$ cat src/verilog/addsub_params.svh
/*
 * width macros for the 16-bit saturating adder/subtractor
 * word width, lane width and lane count of the cla slices
 * signed saturation limits for one lane and for the whole word
 */
`ifndef ADDSUB_PARAMS_SVH
`define ADDSUB_PARAMS_SVH

// data word, split into equal lanes
`define ADDSUB_WIDTH 16
`define LANE_WIDTH 4            // one cla slice
`define NUM_LANES 4             // ADDSUB_WIDTH / LANE_WIDTH

// clamp values, packed mode (per 4-bit lane)
`define ADDSUB_LANE_MAX 4'h7    // +7
`define ADDSUB_LANE_MIN 4'h8    // -8

// clamp values, whole-word mode
`define ADDSUB_WORD_MAX 16'h7FFF
`define ADDSUB_WORD_MIN 16'h8000

// a lane clamp and a word clamp must agree on the sign bit position
// so LANE_WIDTH * NUM_LANES has to stay equal to ADDSUB_WIDTH

`endif

$ cat src/verilog/addsub_pkg.sv
/*
 * shared vector types for the saturating adder/subtractor datapath
 * word_t for operands and results, nib_t for one lane,
 * lane_bits_t for per-lane carry, overflow, propagate and generate
 */
package addsub_pkg;

`include "addsub_params.svh"

    // full operand / result word
    typedef logic [`ADDSUB_WIDTH-1:0] word_t;

    // one lane of a word, also the width of a cla slice
    typedef logic [`LANE_WIDTH-1:0] nib_t;

    // one bit per lane
    // used for lane carry-ins, overflow flags and the
    // group propagate / generate vectors between the slices
    // and the second-level lookahead
    typedef logic [`NUM_LANES-1:0] lane_bits_t;

    // nib_t and lane_bits_t are both 4 bits wide only because
    // the lane count happens to equal the lane width

endpackage

$ cat src/verilog/adder_cla_4bit.sv
/*
 * 4-bit carry-lookahead adder slice
 * sum, signed overflow, and group propagate/generate
 * for the second lookahead level
 */
`timescale 1ns/100ps

module adder_cla_4bit (
    input  addsub_pkg::nib_t a,     // lane operand a
    input  addsub_pkg::nib_t b,     // lane operand b, already conditioned
    input  logic             cin,   // lane carry-in
    output addsub_pkg::nib_t s,     // raw sum, not saturated
    output logic             ovfl,  // signed overflow of this lane
    output logic             prop_group,
    output logic             gen_group
);
    import addsub_pkg::*;

    nib_t p;    // bit propagate
    nib_t g;    // bit generate
    nib_t c;    // carry into each bit

    assign p = a ^ b;
    assign g = a & b;

    // carries straight from p/g and cin, no ripple
    assign c[0] = cin;
    assign c[1] = g[0] | (p[0] & cin);
    assign c[2] = g[1] | (p[1] & g[0]) | (p[1] & p[0] & cin);
    assign c[3] = g[2]
                | (p[2] & g[1])
                | (p[2] & p[1] & g[0])
                | (p[2] & p[1] & p[0] & cin);

    assign s = p ^ c;

    // same operand signs but sum sign flipped
    assign ovfl = (a[3] ~^ b[3]) & (s[3] ^ a[3]);

    // group terms, independent of cin so no loop through the lookahead
    assign prop_group = &p;                 // carry passes through all 4 bits
    assign gen_group  = g[3]
                      | (p[3] & g[2])
                      | (p[3] & p[2] & g[1])
                      | (p[3] & p[2] & p[1] & g[0]);   // carry made inside slice

endmodule

$ cat src/verilog/addsub_16bit.sv
/*
 * combinational core of the saturating adder/subtractor
 * lookahead feeder, four cla slices in a generate loop,
 * saturation drain
 */
`timescale 1ns/100ps

`include "addsub_params.svh"

module addsub_16bit (
    input  logic              padd,   // 1: four 4-bit lanes
    input  logic              sub,    // 1: a - b
    input  addsub_pkg::word_t a,      // operand a
    input  addsub_pkg::word_t b,      // operand b
    output addsub_pkg::word_t s,      // saturated result
    output logic              cout,   // carry-out, whole-word only
    output logic              sat     // some lane or the word clamped
);
    import addsub_pkg::*;

    word_t      b_cond;     // b after optional inversion
    word_t      raw_sum;    // slice sums before clamping
    lane_bits_t lane_cin;   // carry into each slice
    lane_bits_t ovfl;       // overflow out of each slice
    lane_bits_t prop;       // group propagate
    lane_bits_t gen;        // group generate

    // b conditioning + lane carries
    operand_lookahead operand_lookahead_inst (
        .padd     (padd),
        .sub      (sub),
        .b        (b),
        .prop     (prop),
        .gen      (gen),
        .b_cond   (b_cond),
        .lane_cin (lane_cin),
        .cout     (cout)
    );

    // one slice per lane
    // p/g only depend on a and b_cond, so feeding them back is loop free
    for (genvar i = 0; i < `NUM_LANES; i++) begin : g_slice
        adder_cla_4bit adder_cla_4bit_inst (
            .a          (a[i*`LANE_WIDTH +: `LANE_WIDTH]),
            .b          (b_cond[i*`LANE_WIDTH +: `LANE_WIDTH]),
            .cin        (lane_cin[i]),
            .s          (raw_sum[i*`LANE_WIDTH +: `LANE_WIDTH]),
            .ovfl       (ovfl[i]),
            .prop_group (prop[i]),
            .gen_group  (gen[i])
        );
    end

    // clamp and flag
    saturate_unit saturate_unit_inst (
        .padd    (padd),
        .raw_sum (raw_sum),
        .ovfl    (ovfl),
        .s       (s),
        .sat     (sat)
    );

endmodule

$ cat src/verilog/addsub_stage.sv
/*
 * top level of the saturating adder/subtractor
 * combinational core plus one output register stage
 * async active-low clear, output assertions
 */
`timescale 1ns/100ps

`include "addsub_params.svh"

module addsub_stage (
    input  logic              clk,
    input  logic              rst_n,  // async clear, active low
    input  logic              padd,   // packed mode, sampled every edge
    input  logic              sub,    // subtract
    input  addsub_pkg::word_t a,
    input  addsub_pkg::word_t b,
    output addsub_pkg::word_t s,      // result, one cycle after inputs
    output logic              cout,
    output logic              sat
);
    import addsub_pkg::*;

    word_t      s_core;         // core result, unregistered
    logic       cout_core;
    logic       sat_core;
    lane_bits_t lane_at_limit;  // registered lane sits on +7 or -8

    addsub_16bit addsub_16bit_inst (
        .padd (padd),
        .sub  (sub),
        .a    (a),
        .b    (b),
        .s    (s_core),
        .cout (cout_core),
        .sat  (sat_core)
    );

    // single pipeline stage, new op accepted every clock
    always_ff @(posedge clk or negedge rst_n) begin
        if (!rst_n) begin
            s    <= '0;
            cout <= 1'b0;
            sat  <= 1'b0;
        end else begin
            s    <= s_core;
            cout <= cout_core;
            sat  <= sat_core;
        end
    end

    // per-lane limit check on the registered result
    for (genvar i = 0; i < `NUM_LANES; i++) begin : g_limit
        assign lane_at_limit[i] =
            (s[i*`LANE_WIDTH +: `LANE_WIDTH] == `ADDSUB_LANE_MAX) ||
            (s[i*`LANE_WIDTH +: `LANE_WIDTH] == `ADDSUB_LANE_MIN);
    end

    // packed op never leaves a carry behind
    a_padd_no_cout: assert property (@(posedge clk) disable iff (!rst_n)
        padd |=> !cout)
        else $error("cout set after a packed operation");

    // async clear holds all outputs at zero
    a_reset_clear: assert property (@(posedge clk)
        !rst_n |-> (s == '0) && !cout && !sat)
        else $error("outputs not cleared during reset");

    // flag only with a clamp value, checked against the mode of the previous edge
    a_sat_value: assert property (@(posedge clk) disable iff (!rst_n)
        sat |-> ($past(padd) ? (|lane_at_limit)
                             : ((s == `ADDSUB_WORD_MAX) || (s == `ADDSUB_WORD_MIN))))
        else $error("sat set but s = %h is not a saturation value", s);

endmodule

$ cat src/verilog/operand_lookahead.sv
/*
 * operand b conditioning and second-level carry lookahead
 * drives the conditioned b and each slice's carry-in,
 * breaks the carry chain in packed mode
 */
`timescale 1ns/100ps

`include "addsub_params.svh"

module operand_lookahead (
    input  logic                   padd,     // packed 4x4-bit mode
    input  logic                   sub,      // subtract
    input  addsub_pkg::word_t      b,        // raw operand b
    input  addsub_pkg::lane_bits_t prop,     // group propagate from slices
    input  addsub_pkg::lane_bits_t gen,      // group generate from slices
    output addsub_pkg::word_t      b_cond,   // b or ~b
    output addsub_pkg::lane_bits_t lane_cin, // carry-in per slice
    output logic                   cout      // word carry-out
);
    import addsub_pkg::*;

    lane_bits_t chain_cin;  // whole-word carries into lanes
    logic       chain_cout; // whole-word carry out of lane 3

    // one's complement only with the +1 entering as carry-in
    assign b_cond = sub ? ~b : b;

    // lane carries from group p/g flattened per lane
    assign chain_cin[0] = sub;
    assign chain_cin[1] = gen[0] | (prop[0] & sub);
    assign chain_cin[2] = gen[1]
                        | (prop[1] & gen[0])
                        | (prop[1] & prop[0] & sub);
    assign chain_cin[3] = gen[2]
                        | (prop[2] & gen[1])
                        | (prop[2] & prop[1] & gen[0])
                        | (prop[2] & prop[1] & prop[0] & sub);

    // same form one lane further up
    assign chain_cout = gen[3]
                      | (prop[3] & gen[2])
                      | (prop[3] & prop[2] & gen[1])
                      | (prop[3] & prop[2] & prop[1] & gen[0])
                      | (prop[3] & prop[2] & prop[1] & prop[0] & sub);

    // in packed mode every lane starts fresh with sub as its +1
    assign lane_cin = padd ? {`NUM_LANES{sub}} : chain_cin;

    // no meaningful carry-out across independent lanes
    assign cout = padd ? 1'b0 : chain_cout;

endmodule

$ cat src/verilog/saturate_unit.sv
/*
 * signed saturation of the raw slice sums
 * packed mode clamps each lane on its own overflow bit,
 * whole-word mode clamps the word on lane 3 overflow
 * also raises sat when any clamp was applied
 */
`timescale 1ns/100ps

`include "addsub_params.svh"

module saturate_unit (
    input  logic                   padd,    // packed mode select
    input  addsub_pkg::word_t      raw_sum, // concatenated slice sums
    input  addsub_pkg::lane_bits_t ovfl,    // per-lane signed overflow
    output addsub_pkg::word_t      s,       // saturated result
    output logic                   sat      // a clamp happened
);
    import addsub_pkg::*;

    word_t packed_s;    // per-lane clamped result
    word_t word_s;      // whole-word clamped result
    word_t word_clamp;  // limit picked for the whole word
    logic  word_ovfl;   // only the top lane counts for the full word

    // packed lanes, each one handled alone
    for (genvar i = 0; i < `NUM_LANES; i++) begin : g_lane
        nib_t lane_raw;
        nib_t lane_clamp;

        assign lane_raw = raw_sum[i*`LANE_WIDTH +: `LANE_WIDTH];

        // on overflow the raw sign is the wrong one
        // raw negative means the true result was too large
        assign lane_clamp = lane_raw[`LANE_WIDTH-1] ? `ADDSUB_LANE_MAX
                                                    : `ADDSUB_LANE_MIN;

        assign packed_s[i*`LANE_WIDTH +: `LANE_WIDTH] =
            ovfl[i] ? lane_clamp : lane_raw;
    end

    // whole word, same rule on the word msb
    assign word_ovfl  = ovfl[`NUM_LANES-1];
    assign word_clamp = raw_sum[`ADDSUB_WIDTH-1] ? `ADDSUB_WORD_MAX
                                                 : `ADDSUB_WORD_MIN;
    assign word_s     = word_ovfl ? word_clamp : raw_sum;

    // lower lane overflows are carries inside the word, ignored here
    assign s   = padd ? packed_s : word_s;
    assign sat = padd ? |ovfl : word_ovfl;

endmodule
$ cat config.mk
export PLATFORM = sky130hd
export DESIGN_NAME = addsub_stage
export DESIGN_NICKNAME = d
export VERILOG_FILES = /design/src/verilog/addsub_pkg.sv /design/src/verilog/adder_cla_4bit.sv /design/src/verilog/addsub_16bit.sv /design/src/verilog/addsub_stage.sv /design/src/verilog/operand_lookahead.sv /design/src/verilog/saturate_unit.sv
export VERILOG_INCLUDE_DIRS = /design/src /design/src/verilog
export SDC_FILE = /design/constraint.sdc
export NUM_CORES = 1
export LEC_CHECK = 0
export BUFFER_PORTS_ARGS = -buffer_cell sky130_fd_sc_hd__buf_2
export CAP_MARGIN = 20
export CELL_PAD_IN_SITES_DETAIL_PLACEMENT = 0
export CELL_PAD_IN_SITES_GLOBAL_PLACEMENT = 1
export CORE_MARGIN = 8
export CORE_UTILIZATION = 43
export CTS_BUF_LIST = sky130_fd_sc_hd__clkbuf_4 sky130_fd_sc_hd__clkbuf_8
export DETAILED_ROUTE_END_ITERATION = 8
export PLACE_DENSITY = 0.93
export SYNTH_ARGS = -nofsm -noshare
export SYNTH_HDL_FRONTEND = slang
export SYNTH_SLANG_ARGS = --single-unit
export TNS_END_PERCENT = 5
$ cat constraint.sdc
create_clock -name clk -period 0.9 [get_ports clk]
set_clock_uncertainty 0.2 [all_clocks]
set_input_delay 0.18 -clock clk [delete_from_list [all_inputs] [get_ports clk]]
set_output_delay 0.18 -clock clk [all_outputs]
set_load 0.01 [all_outputs]
==> out/metrics.csv, run 1 <==
stage,metric,value,unit
clock_tree,clkTransAtPathRegs,0.06,ns
synth,postSynth.asyncResetShare,100.0,%
global_route,first_global_vias,1842,
layout,layout.cells.non_filler,362,
routing,initialDrtViolationCount,63,
setup_path,setup.worst_path.start_class,input port,
layout,layout.cells.most_common_list,"sky130_fd_sc_hd__buf_4, sky130_fd_sc_hd__buf_2, sky130_fd_sc_hd__dfrtp_1",
routing,drc,0,
run_status,outcome,"complete, but fails checks",
setup_path,crit_top_cell,sky130_fd_sc_hd__xor2_1,
sta,slew_violations,0,
layout,layout_commonest_cell,sky130_fd_sc_hd__buf_4,
routing,route.detailed.vias_per_inst,5.102,
worst_hold_path,hold_path_class,input port to flip-flop,
power_and_ir_drop,total_power,0.004783,W
floorplanning,fp.dieArea,0.006695,mm²
sta,hold_viol,0,
power_and_ir_drop,sw_frac_of_total,37.36,%
sta,worst_hold_slack,0.05942,ns
global_route,grt_pass1_wl,7803,µm
clock_tree,clockBufferDepth,2,
setup_path,worst_path_dominant_cell_family,compound AO/OA/AOI/OAI gates,
setup_path,crit_buf_inv,1,
sta,slew_headroom,72.43,%
worst_hold_path,worst_hold_path.num_cells,3,
setup_path,crit_path_cell_trace,"clkbuf_16, xor2_1, ha_1, a21o_1, a21oi_2, a211oi_2, or2_1, o21ai_2, o21bai_1, fa_1, xor2_1, or2b_4, o21a_1, a221o_1",
setup_path,worst_path_max_delay_cell,sky130_fd_sc_hd__fa_1,
setup_path,critical-path-max-stage-delay,0.54,ns
placement,post-place-cells,354,
floorplanning,pin_count,54,
layout,final_core_util,66.67,%
clock_tree,clock_tree_from_tritoncts,done,
power_and_ir_drop,max-vdd-ir-drop,0.0006064,V
layout,nNetsFinal,372,
worst_hold_path,hold-path-endpoint,cout,
synth,synthDistinctLibCells,43,
synth,synthesis.area_per_instance,9.223,µm²
synth,syn_nets,263,
sta,fmax,299.8,MHz
synth,area_of_the_mapped_netlist,0.001863,mm²
power_and_ir_drop,share_seq_of_total_power,23.9,%
global_route,grt_remaining_overflow,0,
placement,placed_wire_length_estimate,3991,µm
routing,firstDrtPassIters,4,
routing,ant_nets,0,
placement,pre_cts_slack,-2.883,ns
sta,worst_slew_pin_slew,0.4106,ns
global_route,groute.usage.overall,14.63,%
routing,wire_per_inst,14.22,µm
setup_path,critical_path_required,0.83,ns
sta,timing.final.setup_violations,36,
setup_path,critical_path.max_fanout,7,
synth,ys.flop_type,sky130_fd_sc_hd__dfrtp_1,
worst_hold_path,worst_hold_startpoint,padd,
sta,finalCriticalPeriod,3.335,ns
placement,numPortBuffers,53,
power_and_ir_drop,static-leakage-power,1.412,nW
power_and_ir_drop,p_comb_share,63.0,%
floorplanning,effective_utilization_at_floorplan,43.69,%
routing,wl,5149,µm
setup_path,critPathArrivalTime,3.27,ns
clock_tree,clock_tree.root_cell,sky130_fd_sc_hd__clkbuf_8,
run_status,failing_checks,setup timing,
power_and_ir_drop,clkPwrFrac,13.1,%
sta,rsz0062_at_grt,yes,
power_and_ir_drop,power.net_switching,0.001787,W
synth,synthesis.instances,202,
layout,area_growth_syn_to_layout,52.59,%
power_and_ir_drop,power_report.internal_total,0.002996,W
global_route,antenna_found_initial,0,
layout,layout-drive-gt1-share,50.00,%
clock_tree,cts_buffers,3,
setup_path,criticalPathCategory,input port to flip-flop,
layout,diodes,0,
floorplanning,floorplan.rows,24,
synth,synth-seq-area-share,24.18,%
global_route,maximum_number_of_pins_on_one_net_before_global_route_repair,27,
clock_tree,cts_max_level,1,
synth,synthesis.yosys.warnings,0,
layout,fill_cell_count,348,
floorplanning,floorplan.die.width,81.82,µm
clock_tree,cts.sink_count,18,
floorplanning,die-height,81.82,µm
synth,synth_enable_flop_cells,0,
synth,postSynthRegisterBits,18,
placement,place_congestion,0.8508,
sta,timing.final.ws_setup,-2.435,ns
power_and_ir_drop,total_power_divided_by_cell_area,1682,mW/mm²
run,number_of_maximum_capacitance_violations,0,
routing,route.vias.total,1847,
sta,timing.final.crit_share,370.6,%
floorplanning,fp.coreArea,0.004264,mm²
setup_path,cp-end-kind,flip-flop,
==> metal layers <==
metal  share of wire, %  GRT usage [%]
met5                  0              0
met1                 42          17.99
met4                2.5          5.965
met2                 50          25.18
met3                5.5          1.860
==> metrics by stage <==
stage	instance area, µm²	TNS (ns)
floorplan	1906	-45.00
global placement	2564	-46.24
detailed placement	2564	-47.60
CTS	2680	-41.95
global route	2843	-46.47
finish	2843	-43.13
==> how the worst max path moves through the flow <==
stage               start    to  slack [ns]  depth (start not counted)
global placement      sub  s[6]       -2.80                         15
global route          sub  s[6]       -2.59                         14
detailed placement    sub  s[6]       -2.88                         13
finish                sub  s[6]       -2.44                         14
floorplan             sub  s[6]       -2.80                         15
CTS                   sub  s[6]       -2.32                         15
==> registers in the layout, indices dropped and copies added, names as in the netlist <==
| signal | flops |
|---|---|
| s | 16 |
| cout | 1 |
| sat | 1 |
==> power groups by stage <==
stage | registers, W | clock network [W] | logic [W]
finish | 0.00114 | 0.000625 | 0.00301
global route | 0.00118 | 0.000687 | 0.00330
CTS | 0.00114 | 0.000653 | 0.00275
detailed placement | 0.00116 | 0 | 0.00269
global placement | 0.00115 | 0 | 0.00263
floorplan | 0.00133 | 0 | 0.00137
==> timing repair <==
item                       in CTS  in global routing
hold endpoints to repair       18                  0
gates resized for setup        13                 28
pin swaps                      13                 15
hold buffers                    1                  0
setup endpoints to repair      36                 54
setup buffers                   0                  2
gates cloned                    0                  1
==> final cells by class <==
cell class	count	area (µm²)	share of cell area, %
clock buffers	4	55.05	1.937
flip-flops and latches	18	450.4	15.85
well taps	52	65.06	2.289
repair buffers	111	770.7	27.11
multi-input cells	162	1445	50.84
inverters	15	56.30	1.981
==> kinds of logic after synthesis <==
kind of cell / share of synthesized area [%]
buffers and inverters: 5.574
and+or+nand+nor: 13.16
adders and majority gates: 19.61
muxes: 4.029
xor gates and xnor gates: 12.69
DFF: 24.18
AOI/OAI and AO/OA: 20.75
==> cells in the mapped netlist (3+ instances only) <==
cell type                  instances  area (µm²)
sky130_fd_sc_hd__a21o_1            3       22.52
sky130_fd_sc_hd__mux2i_1           3       30.03
sky130_fd_sc_hd__or3_1             3       18.77
sky130_fd_sc_hd__or2b_2            3       26.28
sky130_fd_sc_hd__a211oi_1          7       52.55
sky130_fd_sc_hd__inv_1            15       56.30
sky130_fd_sc_hd__nor2_1            7       26.28
sky130_fd_sc_hd__o21ai_0          16       80.08
sky130_fd_sc_hd__nand2_1          15       56.30
sky130_fd_sc_hd__a21oi_1          11       55.05
sky130_fd_sc_hd__fa_1              7       140.1
sky130_fd_sc_hd__a21oi_2           3       26.28
sky130_fd_sc_hd__a31oi_1           3       18.77
sky130_fd_sc_hd__xnor2_1           7       61.31
sky130_fd_sc_hd__xor2_1           20       175.2
sky130_fd_sc_hd__mux2_2            4       45.04
sky130_fd_sc_hd__nor2b_1           3       18.77
sky130_fd_sc_hd__o31ai_1           3       22.52
sky130_fd_sc_hd__nand4_1           3       18.77
sky130_fd_sc_hd__nand2b_1          3       18.77
sky130_fd_sc_hd__ha_1             18       225.2
sky130_fd_sc_hd__dfrtp_1          18       450.4
Power figures use the tool's default switching activity.
==> inputs of run 2 (changes only) <==
--- a/config.mk
+++ b/config.mk
@@ -8,2 +8,3 @@
 export LEC_CHECK = 0
+export ABC_CLOCK_PERIOD_IN_PS = 900
 export BUFFER_PORTS_ARGS = -buffer_cell sky130_fd_sc_hd__buf_2
==> constraint.sdc (replaced) <==
create_clock -name clk -period 0.9 [get_ports clk]
set_clock_uncertainty 0.2 [all_clocks]
set_input_delay 0.27 -clock clk [delete_from_list [all_inputs] [get_ports clk]]
set_output_delay 0.27 -clock clk [all_outputs]
set_load 0.01 [all_outputs]
==> out/metrics.csv, run 2 (synthesized netlist as in run 1, its figures left out) <==
stage,metric,value,unit
layout,area_growth_syn_to_layout,56.21,%
floorplanning,pin_count,54,
placement,post-place-cells,354,
placement,placed_wire_length_estimate,3892,µm
sta,timing.final.crit_share,369.8,%
clock_tree,clkTransAtPathRegs,0.06,ns
power_and_ir_drop,clkPwrFrac,13.0,%
power_and_ir_drop,total_power_divided_by_cell_area,1646,mW/mm²
power_and_ir_drop,power_report.internal_total,0.003014,W
layout,layout_commonest_cell,sky130_fd_sc_hd__buf_4,
placement,numPortBuffers,53,
sta,rsz0062_at_grt,yes,
run_status,outcome,"complete, but fails checks",
clock_tree,clockBufferDepth,2,
sta,worst_slew_pin_slew,0.3784,ns
placement,placement.cell_area,0.002564,mm²
floorplanning,fp.dieArea,0.006695,mm²
global_route,grt_pass1_wl,7755,µm
power_and_ir_drop,power.net_switching,0.001778,W
setup_path,critical_path.max_fanout,7,
setup_path,criticalPathCategory,input port to flip-flop,
global_route,maximum_number_of_pins_on_one_net_before_global_route_repair,27,
setup_path,startpoint,sub,
clock_tree,cts.sink_count,18,
placement,place_congestion,0.8514,
global_route,grt_remaining_overflow,0,
setup_path,critPathArrivalTime,3.26,ns
setup_path,crit_path_cell_trace,"buf_16, xor2_2, ha_1, a21oi_2, nand4b_4, a211oi_4, or2_1, o21ai_1, o21bai_1, fa_1, xor2_1, or2b_4, o21a_1, a221o_1",
clock_tree,clock_tree_from_tritoncts,done,
setup_path,worst_path_max_delay_cell,sky130_fd_sc_hd__fa_1,
run,number_of_maximum_capacitance_violations,0,
layout,diodes,0,
sta,slew_violations,0,
clock_tree,clock_tree.root_cell,sky130_fd_sc_hd__clkbuf_8,
power_and_ir_drop,share_seq_of_total_power,23.7,%
placement,pre_cts_slack,-2.987,ns
worst_hold_path,hold_path_class,input port to asynchronous set/reset pin,
floorplanning,effective_utilization_at_floorplan,43.69,%
layout,nNetsFinal,376,
sta,slew_headroom,74.77,%
power_and_ir_drop,max-vdd-ir-drop,0.0005953,V
clock_tree,cts_buffers,3,
sta,timing.final.setup_violations,36,
floorplanning,fp.coreArea,0.004264,mm²
power_and_ir_drop,p_comb_share,63.2,%
routing,initialDrtViolationCount,79,
sta,timing.final.ws_setup,-2.429,ns
layout,layout.cells.most_common_list,"sky130_fd_sc_hd__buf_4, sky130_fd_sc_hd__buf_2, sky130_fd_sc_hd__dfrtp_1",
layout,biggestRegsByFlops,"s x16, cout x1, sat x1",
routing,route.vias.total,1822,
floorplanning,floorplan.rows,24,
power_and_ir_drop,total_power,0.004791,W
setup_path,critical_path_required,0.83,ns
sta,fin_setup_tns,-45.16,ns
floorplanning,floorplan.die.width,81.82,µm
layout,finalInstanceArea,0.002910,mm²
sta,finalCriticalPeriod,3.329,ns
power_and_ir_drop,sw_frac_of_total,37.10,%
floorplanning,die-height,81.82,µm
routing,ant_nets,0,
sta,fmax,300.4,MHz
setup_path,cp-end-kind,flip-flop,
routing,drc,0,
routing,wire_per_inst,13.56,µm
routing,route.detailed.vias_per_inst,4.978,
routing,wl,4964,µm
sta,worst_hold_slack,-0.2653,ns
setup_path,critical-path-max-stage-delay,0.55,ns
run_status,failing_checks,"hold timing, setup timing",
clock_tree,cts_max_level,1,
global_route,groute.usage.overall,14.43,%
power_and_ir_drop,static-leakage-power,1.430,nW
layout,regMostFlops,s,
global_route,first_global_vias,1788,
sta,hold_viol,18,
layout,largest_reg_flops,16,
layout,layout-drive-gt1-share,51.27,%
routing,firstDrtPassIters,4,
global_route,antenna_found_initial,0,
setup_path,setup.worst_path.start_class,input port,
layout,layout.cells.non_filler,366,
[run 2: worst max-delay path: cells and delay by family]
| family | cells | cell delay (ns) |
|---|---|---|
| AND/OR/NAND/NOR | 3 | 0.72 |
| buffers and inverters | 1 | 0.13 |
| adder cells (fa/ha/maj) | 2 | 0.87 |
| AO/OA/AOI/OAI | 6 | 0.95 |
| XOR/XNOR | 2 | 0.33 |
[run 2: area by class of cell]
class	count	area (µm²)
repair buffers	115	788.3
fillers	337	1354
clock buffers	4	55.05
flip-flops and latches	18	450.4
well taps	52	65.06
multi-input cells	162	1495
inverters	15	56.30
[run 2: final timing paths]
kind,end,slack [ns]
worst max-delay path,s[6],-2.43
worst min-delay path,s[10],-0.27
max in group asynchronous,s[8],0.49
min in group clk,cout,0.15
[run 2: per-stage QoR]
stage	hold slack, ns	util, %
3_3_place_gp	-0.003184	60.12
3_5_place_dp	0.006767	60.12
5_1_grt	-0.2444	68.25
6_report	-0.2653	68.25
2_1_floorplan	-0.2256	-
4_1_cts	-0.2618	64.88
[run 2: per-layer routing]
metal	routed length, µm	part of all wire (%)	vias up	global-route usage [%]
li1	-	-	935	-
met1	2187	44	845	19.36
met2	2493	50	37	24.07
met3	243	4.9	5	1.313
met4	40	0.81	0	4.035
met5	0	0	-	0
[run 2: what timing repair did]
action | 4_1_cts | 5_1_grt
pin swaps | 23 | 17
endpoints found under the setup margin | 36 | 36
cloned | 1 | 0
endpoints found under the hold margin | 18 | 18
setup buffers | 4 | 3
resized for setup | 23 | 16
[run 2: power groups by stage]
stage          clock network, W  registers (W)  logic [W]
3_5_place_dp                  0        0.00116    0.00270
2_1_floorplan                 0        0.00133    0.00137
4_1_cts                0.000645        0.00114    0.00286
6_report               0.000624        0.00114    0.00303
3_3_place_gp                  0        0.00115    0.00263
5_1_grt                0.000686        0.00117    0.00333
